==> src/rtl/pixel_pkg.sv <==
package pixel_pkg;

    // raster position words
    typedef logic [10:0] h_count_t;
    typedef logic [9:0]  v_count_t;

    // timing that travels alongside every pixel
    typedef struct packed {
        h_count_t h;
        v_count_t v;
        logic     active;
        logic     h_sync;
        logic     v_sync;
        logic     new_frame;
    } timing_t;

    typedef struct packed {
        logic [7:0] r;
        logic [7:0] g;
        logic [7:0] b;
    } rgb_t;

    typedef struct packed {
        logic [7:0] y;
        logic [7:0] cr;
        logic [7:0] cb;
    } ycc_t;

    // codes 011 and 111 are invalid and select zero
    typedef enum logic [2:0] {
        CHAN_GREEN = 3'b000,
        CHAN_RED   = 3'b001,
        CHAN_BLUE  = 3'b010,
        CHAN_Y     = 3'b100,
        CHAN_CR    = 3'b101,
        CHAN_CB    = 3'b110
    } chan_sel_e;

    typedef enum logic [1:0] {
        BG_CAMERA    = 2'b00,
        BG_GRAY      = 2'b01,
        BG_MASK      = 2'b10,
        BG_Y_MAGENTA = 2'b11
    } bg_sel_e;

    // the sprite target draws nothing in this build
    typedef enum logic [1:0] {
        TGT_NONE      = 2'b00,
        TGT_CROSSHAIR = 2'b01,
        TGT_SPRITE    = 2'b10,
        TGT_NONE_ALT  = 2'b11
    } tgt_sel_e;

    // conversion weights, scaled by 256
    localparam int COEF_Y_R  = 77;
    localparam int COEF_Y_G  = 150;
    localparam int COEF_Y_B  = 29;
    localparam int COEF_CB_R = -43;
    localparam int COEF_CB_G = -85;
    localparam int COEF_CB_B = 128;
    localparam int COEF_CR_R = 128;
    localparam int COEF_CR_G = -107;
    localparam int COEF_CR_B = -21;

    localparam int CONVERT_LATENCY = 3;

endpackage

==> src/rtl/video_timing.sv <==
`timescale 1ns/1ps

module video_timing #(
    parameter int H_ACTIVE     = 1280,
    parameter int H_TOTAL      = 1650,
    parameter int H_SYNC_START = 1390,
    parameter int H_SYNC_END   = 1430,
    parameter int V_ACTIVE     = 720,
    parameter int V_TOTAL      = 750,
    parameter int V_SYNC_START = 725,
    parameter int V_SYNC_END   = 730
) (
    input  logic               clk_pixel,
    input  logic               sys_rst_pixel,
    output pixel_pkg::timing_t timing_o
);

    // free running raster counters
    pixel_pkg::h_count_t h_cnt;
    pixel_pkg::v_count_t v_cnt;

    always_ff @(posedge clk_pixel) begin
        if (sys_rst_pixel) begin
            h_cnt    <= '0;
            v_cnt    <= '0;
            timing_o <= '0;
        end else begin
            // decode the current position into the registered word
            timing_o.h         <= h_cnt;
            timing_o.v         <= v_cnt;
            timing_o.active    <= (h_cnt < H_ACTIVE) && (v_cnt < V_ACTIVE);
            timing_o.h_sync    <= (h_cnt >= H_SYNC_START) && (h_cnt < H_SYNC_END);
            timing_o.v_sync    <= (v_cnt >= V_SYNC_START) && (v_cnt < V_SYNC_END);
            // one cycle at the start of the first blank line
            timing_o.new_frame <= (h_cnt == 0) && (v_cnt == V_ACTIVE);
            // wrap at end of line, then end of frame
            if (h_cnt == H_TOTAL - 1) begin
                h_cnt <= '0;
                if (v_cnt == V_TOTAL - 1) begin
                    v_cnt <= '0;
                end else begin
                    v_cnt <= v_cnt + 1'b1;
                end
            end else begin
                h_cnt <= h_cnt + 1'b1;
            end
        end
    end

endmodule

==> src/rtl/pipe_delay.sv <==
`timescale 1ns/1ps

module pipe_delay #(
    parameter type payload_t = logic,
    parameter int  DEPTH     = 1
) (
    input  logic     clk_pixel,
    input  logic     sys_rst_pixel,
    input  payload_t data_i,
    output payload_t data_o
);

    // stage 0 takes the input, the last stage drives the output
    payload_t stages [DEPTH];

    always_ff @(posedge clk_pixel) begin
        if (sys_rst_pixel) begin
            stages <= '{default: '0};
        end else begin
            stages[0] <= data_i;
            for (int i = 1; i < DEPTH; i++) begin
                stages[i] <= stages[i-1];
            end
        end
    end

    assign data_o = stages[DEPTH-1];

endmodule

==> src/rtl/color_convert.sv <==
`timescale 1ns/1ps

module color_convert (
    input  logic               clk_pixel,
    input  logic               sys_rst_pixel,
    input  logic [15:0]        pixel_i,
    input  pixel_pkg::timing_t timing_i,
    output pixel_pkg::rgb_t    rgb_o,
    output pixel_pkg::ycc_t    ycc_o,
    output pixel_pkg::timing_t timing_o
);

    // active flag lined up with the memory read data
    logic            act_q;
    pixel_pkg::rgb_t rgb_q;
    // products: 0..2 for y, 3..5 for cr, 6..8 for cb
    logic signed [17:0] prod_q [9];
    logic signed [19:0] sum_y;
    logic signed [19:0] sum_cr;
    logic signed [19:0] sum_cb;

    // unsigned channel times signed weight
    function automatic logic signed [17:0] scale(input logic [7:0] c, input int k);
        return 18'($signed({1'b0, c}) * k);
    endfunction

    always_ff @(posedge clk_pixel) begin
        if (sys_rst_pixel) begin
            act_q <= 1'b0;
        end else begin
            act_q <= timing_i.active;
        end
    end

    always_ff @(posedge clk_pixel) begin
        // stage 1, widen 5:6:5 by zero fill, blank outside the picture
        rgb_q.r <= act_q ? {pixel_i[15:11], 3'b000} : 8'h00;
        rgb_q.g <= act_q ? {pixel_i[10:5], 2'b00} : 8'h00;
        rgb_q.b <= act_q ? {pixel_i[4:0], 3'b000} : 8'h00;
        // stage 2, all nine products
        prod_q[0] <= scale(rgb_q.r, pixel_pkg::COEF_Y_R);
        prod_q[1] <= scale(rgb_q.g, pixel_pkg::COEF_Y_G);
        prod_q[2] <= scale(rgb_q.b, pixel_pkg::COEF_Y_B);
        prod_q[3] <= scale(rgb_q.r, pixel_pkg::COEF_CR_R);
        prod_q[4] <= scale(rgb_q.g, pixel_pkg::COEF_CR_G);
        prod_q[5] <= scale(rgb_q.b, pixel_pkg::COEF_CR_B);
        prod_q[6] <= scale(rgb_q.r, pixel_pkg::COEF_CB_R);
        prod_q[7] <= scale(rgb_q.g, pixel_pkg::COEF_CB_G);
        prod_q[8] <= scale(rgb_q.b, pixel_pkg::COEF_CB_B);
        // stage 3, bits 15:8 give floor(sum/256) modulo 256
        ycc_o.y  <= sum_y[15:8];
        ycc_o.cr <= sum_cr[15:8] + 8'd128;
        ycc_o.cb <= sum_cb[15:8] + 8'd128;
    end

    assign sum_y  = prod_q[0] + prod_q[1] + prod_q[2];
    assign sum_cr = prod_q[3] + prod_q[4] + prod_q[5];
    assign sum_cb = prod_q[6] + prod_q[7] + prod_q[8];

    // timing covers the memory cycle plus the three stages
    pipe_delay #(
        .payload_t (pixel_pkg::timing_t),
        .DEPTH     (pixel_pkg::CONVERT_LATENCY + 1)
    ) u_timing_dly (
        .clk_pixel     (clk_pixel),
        .sys_rst_pixel (sys_rst_pixel),
        .data_i        (timing_i),
        .data_o        (timing_o)
    );

    // rgb leaves stage 1 and waits for the ycc result
    pipe_delay #(
        .payload_t (pixel_pkg::rgb_t),
        .DEPTH     (pixel_pkg::CONVERT_LATENCY - 1)
    ) u_rgb_dly (
        .clk_pixel     (clk_pixel),
        .sys_rst_pixel (sys_rst_pixel),
        .data_i        (rgb_q),
        .data_o        (rgb_o)
    );

endmodule

==> src/rtl/mask_stage.sv <==
`timescale 1ns/1ps

module mask_stage (
    input  logic                 clk_pixel,
    input  logic                 sys_rst_pixel,
    input  pixel_pkg::rgb_t      rgb_i,
    input  pixel_pkg::ycc_t      ycc_i,
    input  pixel_pkg::timing_t   timing_i,
    input  pixel_pkg::chan_sel_e chan_sel_i,
    input  logic [7:0]           lower_i,
    input  logic [7:0]           upper_i,
    output logic [7:0]           chan_o,
    output logic                 mask_o,
    output pixel_pkg::rgb_t      rgb_o,
    output logic [7:0]           ycc_y_o,
    output pixel_pkg::timing_t   timing_o
);

    logic [7:0] chan;

    // pick one of the six channels, zero for the unused codes
    always_comb begin
        case (chan_sel_i)
            pixel_pkg::CHAN_GREEN: chan = rgb_i.g;
            pixel_pkg::CHAN_RED:   chan = rgb_i.r;
            pixel_pkg::CHAN_BLUE:  chan = rgb_i.b;
            pixel_pkg::CHAN_Y:     chan = ycc_i.y;
            pixel_pkg::CHAN_CR:    chan = ycc_i.cr;
            pixel_pkg::CHAN_CB:    chan = ycc_i.cb;
            default:               chan = 8'h00;
        endcase
    end

    always_ff @(posedge clk_pixel) begin
        if (sys_rst_pixel) begin
            mask_o   <= 1'b0;
            timing_o <= '0;
        end else begin
            // both bounds inclusive
            mask_o   <= (chan >= lower_i) && (chan <= upper_i);
            timing_o <= timing_i;
        end
    end

    // pixel data rides along one cycle
    always_ff @(posedge clk_pixel) begin
        chan_o  <= chan;
        rgb_o   <= rgb_i;
        ycc_y_o <= ycc_i.y;
    end

endmodule

==> src/rtl/centroid_unit.sv <==
`timescale 1ns/1ps

module centroid_unit (
    input  logic                clk_pixel,
    input  logic                sys_rst_pixel,
    input  logic                mask_i,
    input  pixel_pkg::timing_t  timing_i,
    output pixel_pkg::h_count_t com_x_o,
    output pixel_pkg::v_count_t com_y_o,
    output logic                com_valid_o
);

    // an average is below 2^QW, so QW quotient bits are enough
    localparam int QW = $bits(pixel_pkg::h_count_t);

    typedef enum logic [1:0] {
        DIV_IDLE,
        DIV_X,
        DIV_Y
    } div_state_e;

    div_state_e state_q;
    logic [31:0] acc_x;
    logic [31:0] acc_y;
    logic [20:0] acc_n;
    logic [3:0]  bit_q;
    // y sum and count held while x is divided
    logic [31:0] lat_y;
    logic [20:0] lat_n;
    // restoring divider
    logic [31:0]   rem_q;
    logic [31:0]   den_q;
    logic [QW-1:0] quo_q;
    logic          ge;
    logic [QW-1:0] quo_next;

    assign ge       = rem_q >= den_q;
    assign quo_next = {quo_q[QW-2:0], ge};

    always_ff @(posedge clk_pixel) begin
        if (sys_rst_pixel) begin
            state_q     <= DIV_IDLE;
            acc_x       <= '0;
            acc_y       <= '0;
            acc_n       <= '0;
            bit_q       <= '0;
            com_valid_o <= 1'b0;
        end else begin
            com_valid_o <= 1'b0;
            // frame sums, restarted at each frame boundary
            if (timing_i.new_frame) begin
                acc_x <= '0;
                acc_y <= '0;
                acc_n <= '0;
            end else if (mask_i && timing_i.active) begin
                acc_x <= acc_x + 32'(timing_i.h);
                acc_y <= acc_y + 32'(timing_i.v);
                acc_n <= acc_n + 1'b1;
            end
            case (state_q)
                DIV_IDLE: begin
                    // an empty mask never starts a division
                    if (timing_i.new_frame && acc_n != 0) begin
                        bit_q   <= 4'(QW - 1);
                        state_q <= DIV_X;
                    end
                end
                DIV_X: begin
                    bit_q <= bit_q - 1'b1;
                    if (bit_q == 0) begin
                        bit_q   <= 4'(QW - 1);
                        state_q <= DIV_Y;
                    end
                end
                default: begin
                    bit_q <= bit_q - 1'b1;
                    if (bit_q == 0) begin
                        com_valid_o <= 1'b1;
                        state_q     <= DIV_IDLE;
                    end
                end
            endcase
        end
    end

    always_ff @(posedge clk_pixel) begin
        if (state_q == DIV_IDLE) begin
            // load x first, keep y for the second pass
            lat_y <= acc_y;
            lat_n <= acc_n;
            rem_q <= acc_x;
            den_q <= 32'(acc_n) << (QW - 1);
            quo_q <= '0;
        end else begin
            // one quotient bit per cycle, msb first
            if (ge) begin
                rem_q <= rem_q - den_q;
            end
            den_q <= den_q >> 1;
            quo_q <= quo_next;
            if (bit_q == 0 && state_q == DIV_X) begin
                com_x_o <= quo_next;
                rem_q   <= lat_y;
                den_q   <= 32'(lat_n) << (QW - 1);
                quo_q   <= '0;
            end else if (bit_q == 0) begin
                com_y_o <= pixel_pkg::v_count_t'(quo_next);
            end
        end
    end

endmodule

==> src/rtl/overlay_mux.sv <==
`timescale 1ns/1ps

module overlay_mux (
    input  logic                clk_pixel,
    input  logic                sys_rst_pixel,
    input  pixel_pkg::rgb_t     rgb_i,
    input  logic [7:0]          ycc_y_i,
    input  logic [7:0]          chan_i,
    input  logic                mask_i,
    input  pixel_pkg::timing_t  timing_i,
    input  pixel_pkg::h_count_t com_x_i,
    input  pixel_pkg::v_count_t com_y_i,
    input  logic                com_valid_i,
    input  pixel_pkg::bg_sel_e  bg_sel_i,
    input  pixel_pkg::tgt_sel_e tgt_sel_i,
    output pixel_pkg::rgb_t     rgb_o,
    output logic                h_sync_o,
    output logic                v_sync_o,
    output logic                active_o
);

    // crosshair position, moves only on a new result
    pixel_pkg::h_count_t cross_x;
    pixel_pkg::v_count_t cross_y;
    pixel_pkg::rgb_t     pix;

    always_comb begin
        case (bg_sel_i)
            pixel_pkg::BG_CAMERA: pix = rgb_i;
            pixel_pkg::BG_GRAY:   pix = {3{chan_i}};
            pixel_pkg::BG_MASK:   pix = mask_i ? 24'hFFFFFF : 24'h000000;
            default:              pix = mask_i ? 24'hFF00FF : {3{ycc_y_i}};
        endcase
        // white lines through the centroid, other targets draw nothing
        if (tgt_sel_i == pixel_pkg::TGT_CROSSHAIR &&
            (timing_i.h == cross_x || timing_i.v == cross_y)) begin
            pix = 24'hFFFFFF;
        end
        if (!timing_i.active) begin
            pix = '0;
        end
    end

    always_ff @(posedge clk_pixel) begin
        if (sys_rst_pixel) begin
            cross_x  <= '0;
            cross_y  <= '0;
            rgb_o    <= '0;
            h_sync_o <= 1'b0;
            v_sync_o <= 1'b0;
            active_o <= 1'b0;
        end else begin
            if (com_valid_i) begin
                cross_x <= com_x_i;
                cross_y <= com_y_i;
            end
            // pixel and syncs leave on the same edge
            rgb_o    <= pix;
            h_sync_o <= timing_i.h_sync;
            v_sync_o <= timing_i.v_sync;
            active_o <= timing_i.active;
        end
    end

endmodule

==> src/rtl/tracker_top.sv <==
`timescale 1ns/1ps

module tracker_top #(
    parameter int H_ACTIVE     = 1280,
    parameter int H_TOTAL      = 1650,
    parameter int H_SYNC_START = 1390,
    parameter int H_SYNC_END   = 1430,
    parameter int V_ACTIVE     = 720,
    parameter int V_TOTAL      = 750,
    parameter int V_SYNC_START = 725,
    parameter int V_SYNC_END   = 730
) (
    input  logic                 clk_pixel,
    input  logic                 sys_rst_pixel,
    input  logic [15:0]          pixel_i,
    input  pixel_pkg::chan_sel_e chan_sel_i,
    input  logic [7:0]           lower_i,
    input  logic [7:0]           upper_i,
    input  pixel_pkg::bg_sel_e   bg_sel_i,
    input  pixel_pkg::tgt_sel_e  tgt_sel_i,
    output pixel_pkg::h_count_t  fetch_h_o,
    output pixel_pkg::v_count_t  fetch_v_o,
    output pixel_pkg::rgb_t      rgb_o,
    output logic                 h_sync_o,
    output logic                 v_sync_o,
    output logic                 active_o,
    output pixel_pkg::h_count_t  com_x_o,
    output pixel_pkg::v_count_t  com_y_o,
    output logic                 com_valid_o
);

    // raster position at t, converted pixel at t+4, mask at t+5
    pixel_pkg::timing_t vt_timing;
    pixel_pkg::timing_t cc_timing;
    pixel_pkg::timing_t ms_timing;
    pixel_pkg::rgb_t    cc_rgb;
    pixel_pkg::rgb_t    ms_rgb;
    pixel_pkg::ycc_t    cc_ycc;
    logic [7:0]         ms_chan;
    logic [7:0]         ms_y;
    logic               ms_mask;

    video_timing #(
        .H_ACTIVE     (H_ACTIVE),
        .H_TOTAL      (H_TOTAL),
        .H_SYNC_START (H_SYNC_START),
        .H_SYNC_END   (H_SYNC_END),
        .V_ACTIVE     (V_ACTIVE),
        .V_TOTAL      (V_TOTAL),
        .V_SYNC_START (V_SYNC_START),
        .V_SYNC_END   (V_SYNC_END)
    ) u_timing (
        .clk_pixel     (clk_pixel),
        .sys_rst_pixel (sys_rst_pixel),
        .timing_o      (vt_timing)
    );

    // read address to the frame buffer, data back one cycle later
    assign fetch_h_o = vt_timing.h;
    assign fetch_v_o = vt_timing.v;

    color_convert u_convert (
        .clk_pixel     (clk_pixel),
        .sys_rst_pixel (sys_rst_pixel),
        .pixel_i       (pixel_i),
        .timing_i      (vt_timing),
        .rgb_o         (cc_rgb),
        .ycc_o         (cc_ycc),
        .timing_o      (cc_timing)
    );

    mask_stage u_mask (
        .clk_pixel     (clk_pixel),
        .sys_rst_pixel (sys_rst_pixel),
        .rgb_i         (cc_rgb),
        .ycc_i         (cc_ycc),
        .timing_i      (cc_timing),
        .chan_sel_i    (chan_sel_i),
        .lower_i       (lower_i),
        .upper_i       (upper_i),
        .chan_o        (ms_chan),
        .mask_o        (ms_mask),
        .rgb_o         (ms_rgb),
        .ycc_y_o       (ms_y),
        .timing_o      (ms_timing)
    );

    centroid_unit u_centroid (
        .clk_pixel     (clk_pixel),
        .sys_rst_pixel (sys_rst_pixel),
        .mask_i        (ms_mask),
        .timing_i      (ms_timing),
        .com_x_o       (com_x_o),
        .com_y_o       (com_y_o),
        .com_valid_o   (com_valid_o)
    );

    overlay_mux u_overlay (
        .clk_pixel     (clk_pixel),
        .sys_rst_pixel (sys_rst_pixel),
        .rgb_i         (ms_rgb),
        .ycc_y_i       (ms_y),
        .chan_i        (ms_chan),
        .mask_i        (ms_mask),
        .timing_i      (ms_timing),
        .com_x_i       (com_x_o),
        .com_y_i       (com_y_o),
        .com_valid_i   (com_valid_o),
        .bg_sel_i      (bg_sel_i),
        .tgt_sel_i     (tgt_sel_i),
        .rgb_o         (rgb_o),
        .h_sync_o      (h_sync_o),
        .v_sync_o      (v_sync_o),
        .active_o      (active_o)
    );

endmodule

==> config.mk <==
export PLATFORM = sky130hd
export DESIGN_NAME = tracker_top
export DESIGN_NICKNAME = d
export VERILOG_FILES = /design/src/rtl/pixel_pkg.sv /design/src/rtl/video_timing.sv /design/src/rtl/pipe_delay.sv /design/src/rtl/color_convert.sv /design/src/rtl/mask_stage.sv /design/src/rtl/centroid_unit.sv /design/src/rtl/overlay_mux.sv /design/src/rtl/tracker_top.sv
export SDC_FILE = /design/constraint.sdc
export NUM_CORES = 1
export LEC_CHECK = 0
export ABC_AREA = 1
export BUFFER_PORTS_ARGS = -buffer_cell sky130_fd_sc_hd__buf_2
export CAP_MARGIN = 25
export CORE_MARGIN = 2
export CORE_UTILIZATION = 25
export DETAILED_ROUTE_END_ITERATION = 7
export PLACE_DENSITY_LB_ADDON = 0.2
export SETUP_SLACK_MARGIN = 0.4
export SYNTH_ARGS = -nofsm -noshare
export SYNTH_HDL_FRONTEND = slang
export SYNTH_HIERARCHICAL = 1
export SYNTH_SLANG_ARGS = --single-unit
==> constraint.sdc <==
create_clock -name clk_pixel -period 3.6 [get_ports clk_pixel]
set_clock_uncertainty 0.1 [all_clocks]
set_input_delay 0.36 -clock clk_pixel [delete_from_list [all_inputs] [get_ports clk_pixel]]
set_output_delay 0.36 -clock clk_pixel [all_outputs]
set_load 0.01 [all_outputs]
* Word level (Yosys, flattened, before mapping)
Memory sizes are Yosys's and may differ from the RTL's. Cells that the tools add are included. Widths: inputs -> output; s select.
Word-level totals: bits in registers 596, bits in writable memories 162, input port bits 41, output and inout bits 70, word-level logic and storage cells 178, memories kept 1
Cells by class: $add $sub $neg 15, multiply operators 7, $lt $le $gt $ge 9, eq/ne operators 16, mux-type cells 19, bitwise operators 3, reductions and logical operators 26
Memories:
- u_convert.prod_q | words 9, width 18, read ports 9, clocked after Yosys merged registers in 0, wr ports 9, line color_convert.sv:17 | logic signed [17:0] prod_q [9];
Operator list (number):
- $add 16x16->16 | 6
- $mux 32 | 3
- $mux 24 | 3
- $pmux 24 s3 | 1
- $mux 31 | 2
- $pmux 8 s6 | 1
- $mul 9x8->17 const B | 2
- $add 32x10->32 | 1
- $add 32x11->32 | 1
- $ge 32x32->1 | 1
- $sub 32x32->32 | 1
- $mul 8x7->15 const B | 2
- $lt 11x11->1 const B | 2
- $add 21x1->21 const B | 1
- $reduce_bool 21->1 | 1
- $eq 10x10->1 const B | 2
- $lt 10x10->1 const B | 2
- $add 8x8->8 const B | 2
- $mul 9x7->16 const B | 1
- $mul 9x6->15 const B | 1
- $mul 8x5->13 const B | 1
- $add 11x1->11 const B | 1
- $eq 11x11->1 | 1
- $eq 11x11->1 const B | 1
- 32 further kinds | 55

* Longest topological paths before layout
Gate-level depths: netlist of the first run.
word-level depth 4, depth in mapped cells 16, mapped depth without buffers 16

* Cells and area by module
Netlist of the first run, hierarchy kept.
Modules (own cells, without submodules):
- centroid_unit | times used 1, cells each 1657, area each 12908.6 um^2, sequential area each 5845.6 um^2
- color_convert | times used 1, cells each 1097, area each 9865.7 um^2, sequential area each 2542.4 um^2
- pipe_delay at u_convert.u_timing_dly | times used 1, cells each 336, area each 3089.2 um^2, sequential area each 2001.9 um^2
- mask_stage | times used 1, cells each 284, area each 2377.3 um^2, sequential area each 1321.3 um^2
- overlay_mux | times used 1, cells each 289, area each 2144.6 um^2, sequential area each 960.9 um^2
- video_timing | times used 1, cells each 255, area each 1996.9 um^2, sequential area each 920.9 um^2
- pipe_delay at u_convert.u_rgb_dly | times used 1, cells each 173, area each 1545.2 um^2, sequential area each 960.9 um^2

* Least setup slack after synthesis of the first run
Ideal clock, no wire load.
path kind flip-flop to flip-flop, from register u_convert/rgb_q[15] (netlist name), to memory u_convert.prod_q[6][9], in the netlist u_convert/prod_q[0][117], setup time 0.113 ns, arrival 2.982 ns, data required time 3.387 ns, setup slack 0.405 ns, stages on the path, launching flop included 12, buffers on the path 0, clock period less this slack 3.195 ns, path through dfxtp_1 > ha_1 > fa_1 > ha_1 > fa_1 > ha_1 > a21oi_1 > nor2_1 > o21ai_0 > nand3_1 > nand2_1 > nand2_1
RTL lines:
- start, declared | line color_convert.sv:15 | pixel_pkg::rgb_t rgb_q;
- end, declared | line color_convert.sv:17

==> results of run 1 <==
==> cells in the final DEF, fill, tap and decap left out, types with 36 or more instances in the layout <==
cell	Yosys	routed
o21bai_1	36	36
nor3_1	40	40
xnor2_1	39	39
nand2_1	798	796
o21ai_0	103	101
edfxtp_1	106	106
buf_2	20	109
ha_1	325	315
nand3_1	166	166
nor2_1	465	465
a21oi_1	194	187
fa_1	54	52
clkbuf_16	0	90
xor2_1	61	61
nand4_1	50	50
dfxtp_1	568	562
inv_1	685	684
==> critical path: stages, from the launching register on <==
cell     delay [ns]
dfxtp_1        0.31
buf_4          0.15
ha_2           0.22
fa_1           0.46
ha_1           0.33
fa_1           0.55
ha_4           0.24
a21oi_2        0.18
nand2_2        0.10
nand3_1        0.08
nand2_1        0.06
xor2_1         0.14
==> power groups by stage <==
stage	Sequential [mW]	Combinational, mW	Clock [mW]
after CTS	8.42	3.17	9.42
after detailed placement	8.58	3.12	0
after global routing	8.43	3.66	9.72
after global placement	8.59	3.16	0
final	8.39	3.19	9.08
after floorplan	8.37	2.30	0
==> what timing repair did <==
action / in CTS / in global routing
hold buffers: 17 / 0
endpoints found under the hold margin: 45 / 0
pin swaps: 1 / 6
endpoints found under the setup margin: 13 / 21
gates resized for setup: 8 / 29
setup buffers: 0 / 3
==> per-stage QoR <==
stage,std cells,instance area (µm²),hold WS (ns),utilization
2_1_floorplan,4098,33950,0.2314,-
3_3_place_gp,5900,36180,0.2489,0.2678
3_5_place_dp,5900,36180,0.2467,0.2678
4_1_cts,6071,39400,0.07838,0.2915
5_1_grt,6075,39550,0.1959,0.2927
6_report,6076,39560,0.1346,0.2927
==> registers in the layout (all words and copies together) (netlist names), 16 cells and up <==
register,count
u_centroid/acc_y,32
u_centroid/acc_n,21
u_convert/ycc_o,24
u_timing/timing_o,25
u_convert/u_timing_dly/stages,75
u_convert/rgb_q,16
u_convert/u_timing_dly/data_o,25
u_centroid/rem_q,32
u_centroid/den_q,31
u_overlay/rgb_o,24
u_convert/u_rgb_dly/data_o,24
u_convert/prod_q,86
u_convert/u_rgb_dly/stages,24
u_centroid/lat_y,32
u_mask/rgb_o,24
u_mask/timing_o,25
u_centroid/lat_n,21
u_centroid/acc_x,32
==> routing by layer <==
layer  GRT usage  part of all wire
met1      0.1744              0.47
met2      0.2263              0.47
met4     0.03885             0.021
met5           0           0.00040
met3     0.02297             0.035
==> final cells by class <==
class	instances	area (µm²)	share of cell area
multi-input cells	2587	16030	0.4053
flip-flops and latches	674	14570	0.3683
inverters	714	2681	0.06779
clock buffers	115	2476	0.06260
well taps	1781	2228	0.05634
repair buffers	165	1035	0.02616
clock inverters	39	533.0	0.01348
diodes	1	2.502	0.00006326
==> cell families after synthesis <==
kind of cell | after synthesis
other cells | 1
compound gates | 488
simple gates | 1612
fa+ha+maj | 379
buf+inv | 837
xor+xnor | 100
flops | 674
==> synthesized netlist by cell type (8+ instances only) <==
cell | number | area share
a211oi_1 | 27 | 0.0060
a21o_1 | 11 | 0.0024
a21oi_1 | 194 | 0.029
a21oi_2 | 8 | 0.0021
a221oi_1 | 8 | 0.0021
a31oi_1 | 15 | 0.0028
buf_2 | 20 | 0.0030
buf_4 | 53 | 0.012
clkbuf_1 | 32 | 0.0035
clkbuf_8 | 10 | 0.0041
dfxtp_1 | 568 | 0.34
edfxtp_1 | 106 | 0.094
fa_1 | 54 | 0.032
ha_1 | 325 | 0.12
inv_1 | 685 | 0.076
inv_2 | 23 | 0.0025
nand2_1 | 798 | 0.088
nand2_2 | 8 | 0.0015
nand3_1 | 166 | 0.024
nand3_2 | 12 | 0.0035
nand3b_1 | 11 | 0.0024
nand4_1 | 50 | 0.0092
nor2_1 | 465 | 0.051
nor2_2 | 19 | 0.0035
nor3_1 | 40 | 0.0059
nor3_2 | 8 | 0.0024
nor4_1 | 8 | 0.0015
o211ai_1 | 20 | 0.0044
o21ai_0 | 103 | 0.015
o21ai_1 | 16 | 0.0024
o21bai_1 | 36 | 0.0080
o221ai_1 | 20 | 0.0052
xnor2_1 | 39 | 0.010
xor2_1 | 61 | 0.016
==> path summary, 6_finish.rpt <==
kind | cells past startpoint | slack (ns) | to
max | 11 | 0.56 | u_convert/prod_q[0][115]
min | 6 | 0.13 | u_mask/mask_o
max reg2reg | 11 | 0.56 | u_convert/prod_q[0][115]
min reg2reg | 0 | 0.26 | u_mask/rgb_o[3]
==> results.rst, run 1 <==
.. list-table::
   :header-rows: 1

   * - Metric
     - Value
   * - Status
     - finished, final reports clean
   * - Post-synthesis instance total
     - 4091
   * - Post-detail-place hpwl
     - 70560 µm
   * - Via count of the first global-routing pass
     - 25449
   * - Clock network latency to the later pin of the worst-skew pair
     - 0.67 ns
   * - Launch point of the worst reg-to-reg path
     - u_convert/rgb_q[10]
   * - Arrival time worst endpoint
     - 3.49 ns
   * - Asr flop ratio synth
     - 0
   * - CTS H-tree lvls
     - 3
   * - Count of input and output buffers
     - 110
   * - Clock sink count
     - 674
   * - Routed WL per cell
     - 14.99 µm
   * - Mux share of post-synthesis cell area
     - 0
   * - Max-slew violation total from the final report
     - 0
   * - Post-synth EDFFs
     - 106
   * - Largest net degree at the start of global routing
     - 71
   * - Setup TNS
     - 0 ns
   * - Buffer type at the clock tree root
     - clkbuf_16
   * - Overall die area
     - 0.1387 mm²
   * - Sum of overflow across all layers after global routing
     - 0
   * - Main combinational cell family by area after synthesis
     - simple AND/OR/NAND/NOR gates
   * - Switching power summed over all nets
     - 5.779 mW
   * - Filler cells
     - 14548
   * - Synth unique cells
     - 64
   * - Clock tree from TritonCTS
     - yes
   * - Height of the die
     - 372.4 µm
   * - Sequential area share after synthesis
     - 0.4290
   * - Net count reported at finish
     - 4646
   * - Count of boundary I/O pins
     - 111
   * - Weighted congestion at the end of routability-driven global placement
     - 0.8649
   * - Clock-pin transition on the worst setup and hold timing paths
     - 0.06 ns
   * - Predominant post-synthesis flop cell
     - dfxtp_1
   * - Hold Crit Class
     - in2reg
   * - Site Rows
     - 135
   * - Final min period
     - 3.043 ns
   * - Worst slew margin
     - 0.3688
   * - Data required time at the worst endpoint
     - 4.05 ns
   * - Mean number of vias per cell
     - 4.134
   * - Die boundary width
     - 372.4 µm
   * - Crit. Startpoint
     - u_convert/rgb_q[10]
   * - Upper clock frequency limit
     - 328.6 MHz
   * - Via count
     - 25121
   * - Seq pwr share
     - 0.406
   * - Critical Path Fanout Max
     - 6
   * - Area growth from synthesis to layout
     - 16.59%
   * - Power density relative to cell area
     - 522.2 mW/mm²
   * - Drt pass-1 iters
     - 7
   * - Compound-cell area share of the yosys netlist
     - 0.08652
   * - Max rail drop VDD
     - 273.8 µV
   * - Number of clock buffers inserted by TritonCTS
     - 84
   * - Total of warnings raised by yosys
     - 6
   * - Number of storage elements in the synthesis netlist
     - 674
   * - Hold violation count in the final report
     - 0
   * - Drt drc
     - 0
   * - Combined area of all synthesized cells
     - 0.03393 mm²
   * - Average cell area after synthesis
     - 8.293 µm²
   * - Tcrit/Tclk final
     - 0.8454
   * - Area of the core
     - 0.1351 mm²
   * - Setup repair after global routing missed its margin
     - true
   * - Placement-stage worst setup slack
     - 0.3145 ns
   * - Switching fraction of total power
     - 0.2797
   * - Final Setup Violations
     - 0
   * - Source of the worst hold timing path
     - upper_i[0]
   * - Power share of the clock group
     - 0.439
   * - Worst slew pin tran
     - 0.9458 ns
   * - Power Total
     - 20.66 mW
   * - Worst setup path class
     - reg2reg
   * - Remaining number of nets flagged by the antenna check after routing
     - 0
   * - Detailed Route WL
     - 91090 µm
   * - Post-layout worst setup margin
     - 0.5566 ns
   * - Max-capacitance violation count
     - 0
   * - Relative contribution of combinational cells to total power
     - 0.154
   * - Standby leakage power
     - 18.32 nW
   * - Fraction of the mapped netlist area in adder cells
     - 0.1517
   * - Critical Path End Type
     - flip-flop
   * - Global-route wire length before repair
     - 144500 µm
   * - Nature of the critical path startpoint
     - flip-flop
   * - Number of antenna violations at the first check in global routing
     - 4
   * - Overall global routing resource usage
     - 0.1340
   * - Share of final-layout standard cells stronger than drive strength 1
     - 0.09921
   * - Internal power consumption
     - 14.88 mW
   * - Synth Area in Simple Gates
     - 0.2031
   * - 1st-iter DRT viols
     - 1140
   * - Xor/xnor share of the synthesized area
     - 0.02582
   * - Effective utilization at floorplan
     - 0.2511
   * - Maximum number of buffers from clock root to sink
     - 3
Note: power is estimated with default switching activity, not from simulation.
==> run 2: changes to the inputs <==
- clock period: 3.6 -> 3.1 ns (I/O delays scaled with it)
==> run 2 against run 1 <==
Compared with the run above: non-clock buffer count increased by 38; largest cell class unchanged; flip-flop and latch count unchanged; utilization increased by 1.2 points; routed wire length increased by 3.3%; sequential power increased by 16%.
==> results.rst, run 2 (synthesis gave the netlist of run 1 again) <==
.. list-table::
   :header-rows: 1

   * - Metric
     - Value
   * - Status
     - finished, final reports clean
   * - Setup repair after global routing missed its margin
     - true
   * - 1st-iter DRT viols
     - 1220 (+7.0%)
   * - Detailed Route WL
     - 94080 µm (+3.3%)
   * - Area of the core
     - 0.1351 mm² (unchanged)
   * - Finished Cell Area
     - 0.04121 mm² (+4.2%)
   * - Net count reported at finish
     - 4683 (+0.80%)
   * - Height of the die
     - 372.4 µm (unchanged)
   * - Max-slew violation total from the final report
     - 0 (unchanged)
   * - Number of clock buffers inserted by TritonCTS
     - 83 (-1.2%)
   * - Sequential Area
     - 0.01461 mm² (+0.29%)
   * - CTS H-tree lvls
     - 3 (unchanged)
   * - Peak per-stage delay on the critical path
     - 0.48 ns (-0.07 ns)
   * - Finished Layout Cells
     - 6114 (+0.63%)
   * - Sum of overflow across all layers after global routing
     - 0 (unchanged)
   * - Effective utilization at floorplan
     - 0.2511 (unchanged)
   * - Power density relative to cell area
     - 580.8 mW/mm² (+11%)
   * - Share of final-layout standard cells stronger than drive strength 1
     - 0.1512 (+0.05199)
   * - Cell count of the worst hold path
     - 4 (-2)
   * - Overall global routing resource usage
     - 0.1360 (+0.001964)
   * - Largest net degree at the start of global routing
     - 93 (+31%)
   * - Area used by multi-input combinational logic
     - 0.01744 mm² (+8.8%)
   * - Mean number of vias per cell
     - 4.165 (+0.74%)
   * - Via count
     - 25466 (+1.4%)
   * - Count of input and output buffers
     - 110 (unchanged)
   * - Launch point of the worst reg-to-reg path
     - u_convert/rgb_q[13]
   * - Total placed cells including tap cells
     - 5894 (-0.10%)
   * - Clock network latency to the later pin of the worst-skew pair
     - 0.69 ns (+0.02 ns)
   * - Maximum number of buffers from clock root to sink
     - 3 (unchanged)
   * - Top cell by count, worst path
     - nand2_1
   * - Drt pass-1 iters
     - 8 (+1)
   * - Data required time at the worst endpoint
     - 3.55 ns (-0.50 ns)
   * - Commonest cells after routing, fill and taps aside
     - 773 x nand2_1, 659 x inv_1, 552 x dfxtp_1, 463 x nor2_1, 230 x ha_1
   * - Register with the most flip-flops
     - u_convert/prod_q
   * - Drt drc
     - 0 (unchanged)
   * - Number of antenna violations at the first check in global routing
     - 9 (+5)
   * - Critical Path End Type
     - flip-flop
   * - Flip-flop count of the largest register after layout
     - 86 (unchanged)
   * - Hold violation count in the final report
     - 0 (unchanged)
   * - Via count of the first global-routing pass
     - 25210 (-0.94%)
   * - Hold Crit Class
     - in2reg
   * - Worst slew margin
     - 0.3693 (+0.0005250)
   * - Cell class contributing the biggest share of worst-path delay
     - adder cells
   * - Routed WL per cell
     - 15.39 µm (+2.6%)
   * - Max-capacitance violation count
     - 0 (unchanged)
   * - Hold endpoint
     - u_overlay/rgb_o[23]
   * - Area growth from synthesis to layout
     - 21.47%
   * - Nature of the critical path startpoint
     - flip-flop
   * - Critical path cell sequence
     - ha_1 > ha_4 > ha_4 > fa_1 > ha_2 > fa_2 > nand3_2 > nand2_2 > nand4_1 > nand2_1 > nand2_1 > nand2_1
   * - Count of boundary I/O pins
     - 111 (unchanged)
   * - Commonest non-fill, non-tap cell in the layout
     - nand2_1
   * - Setup TNS
     - 0 ns (unchanged)
   * - Source of the worst hold timing path
     - bg_sel_i[1]
   * - Core utilization of the finished layout
     - 0.3050 (+0.01227)
   * - Upper clock frequency limit
     - 344.8 MHz (+4.9%)
   * - Weighted congestion at the end of routability-driven global placement
     - 0.8526 (-1.4%)
   * - Buffer type at the clock tree root
     - clkbuf_16
   * - Post-detail-place hpwl
     - 71770 µm (+1.7%)
   * - Critical Path Fanout Max
     - 5 (-1)
   * - Clock-pin transition on the worst setup and hold timing paths
     - 0.06 ns (about the same)
   * - Cell depth of the worst flop-to-flop path
     - 12 (+1)
   * - FF-to-FF setup slack
     - 0.20 ns (-0.36 ns)
   * - Worst hold slack
     - 0.1030 ns (-0.03157 ns)
   * - Critical path buffers and inverters
     - 0 (-1)
   * - Worst slew pin tran
     - 0.9450 ns (-0.0007855 ns)
   * - Tcrit/Tclk final
     - 0.9356 (+0.09016)
   * - Worst-path cell with the longest stage delay
     - fa_1
   * - Site Rows
     - 135 (unchanged)
   * - Worst setup path class
     - reg2reg
   * - Filler cells
     - 14353 (-1.3%)
   * - Overall die area
     - 0.1387 mm² (unchanged)
   * - Final Setup Violations
     - 0 (unchanged)
   * - Die boundary width
     - 372.4 µm (unchanged)
   * - Critical register-to-register path endpoint
     - u_convert/prod_q[0][116]
   * - Clock tree from TritonCTS
     - yes
   * - Placed Instance Area
     - 0.03681 mm² (+1.7%)
   * - Leading registers by flop count
     - u_convert/prod_q x86, u_convert/u_timing_dly/stages x75
   * - Global-route wire length before repair
     - 146200 µm (+1.2%)
   * - Standby leakage power
     - 18.50 nW (+1.0%)
   * - Arrival time worst endpoint
     - 3.35 ns (-0.14 ns)
   * - Clock sink count
     - 674 (unchanged)
   * - Max rail drop VDD
     - 352.0 µV (+29%)
   * - Final min period
     - 2.900 ns (-0.1432 ns)
   * - Remaining number of nets flagged by the antenna check after routing
     - 0 (unchanged)
==> run 2: cell count changes in the layout (fill, tap and decap cells not counted), moves of 18 or more <==
| cell | before | now |
|---|---|---|
| inv_1 | 684 | 659 |
| ha_4 | 7 | 88 |
| a21oi_1 | 187 | 164 |
| ha_1 | 315 | 230 |
| a21oi_2 | 15 | 34 |
| inv_2 | 24 | 42 |
| nand2_1 | 796 | 773 |
| buf_4 | 35 | 65 |
==> run 2: worst max-delay path by stage <==
stage	from	to	slack, ns	cells past startpoint
floorplan	u_centroid/rem_q[7]	u_centroid/rem_q[0]	0.22	10
global placement	u_convert/rgb_q[13]	u_convert/prod_q[0][116]	0.12	12
detailed placement	u_convert/rgb_q[13]	u_convert/prod_q[0][60]	0.15	12
CTS	u_convert/rgb_q[10]	u_convert/prod_q[0][114]	0.18	12
global route	u_convert/rgb_q[10]	u_convert/prod_q[0][116]	0.12	13
finish	u_convert/rgb_q[13]	u_convert/prod_q[0][116]	0.20	12
==> run 2: worst reg2reg max path: cells and delay by family, from the launching register on <==
kind / cells / cell delay (ns)
adders and majority gates: 6 / 1.88
DFF: 1 / 0.38
and+or+nand+nor: 6 / 0.43
==> run 2: timing repair <==
action / in CTS / in global routing
endpoints found under the setup margin: 39 / 46
resized for setup: 79 / 98
hold buffers: 17 / 0
hold endpoints to repair: 52 / 0
buffers inserted: 29 / 19
pin swaps: 53 / 85
==> run 2: per-stage QoR <==
step | setup WS [ns] | total power [mW]
after floorplan | 0.2219 | 12.51
after global placement | 0.1235 | 13.71
after detailed placement | 0.1452 | 13.71
after CTS | 0.1827 | 24.14
after global routing | 0.1187 | 25.21
final | 0.1998 | 23.94
==> run 2: cell type report <==
| cell class | instances | share of cell area |
|---|---|---|
| antenna | 1 | 0.00006072 |
| clock buffer | 112 | 0.05695 |
| clock inverter | 42 | 0.01239 |
| inverter | 714 | 0.06555 |
| multi-input combinational | 2587 | 0.4231 |
| sequential | 674 | 0.3545 |
| tap | 1781 | 0.05407 |
| timing repair buffer | 203 | 0.03340 |
==> run 2: routing by layer <==
| metal | global-route usage | share of wire |
|---|---|---|
| met4 | 0.03823 | 0.023 |
| met1 | 0.1826 | 0.48 |
| met3 | 0.02349 | 0.036 |
| met5 | 0 | 0.00014 |
| met2 | 0.2232 | 0.46 |
==> run 2: where the power goes <==
group	internal (mW)	switching [mW]
clock	5.88	4.10
sequential	9.36	0.378
combinational	1.72	2.50
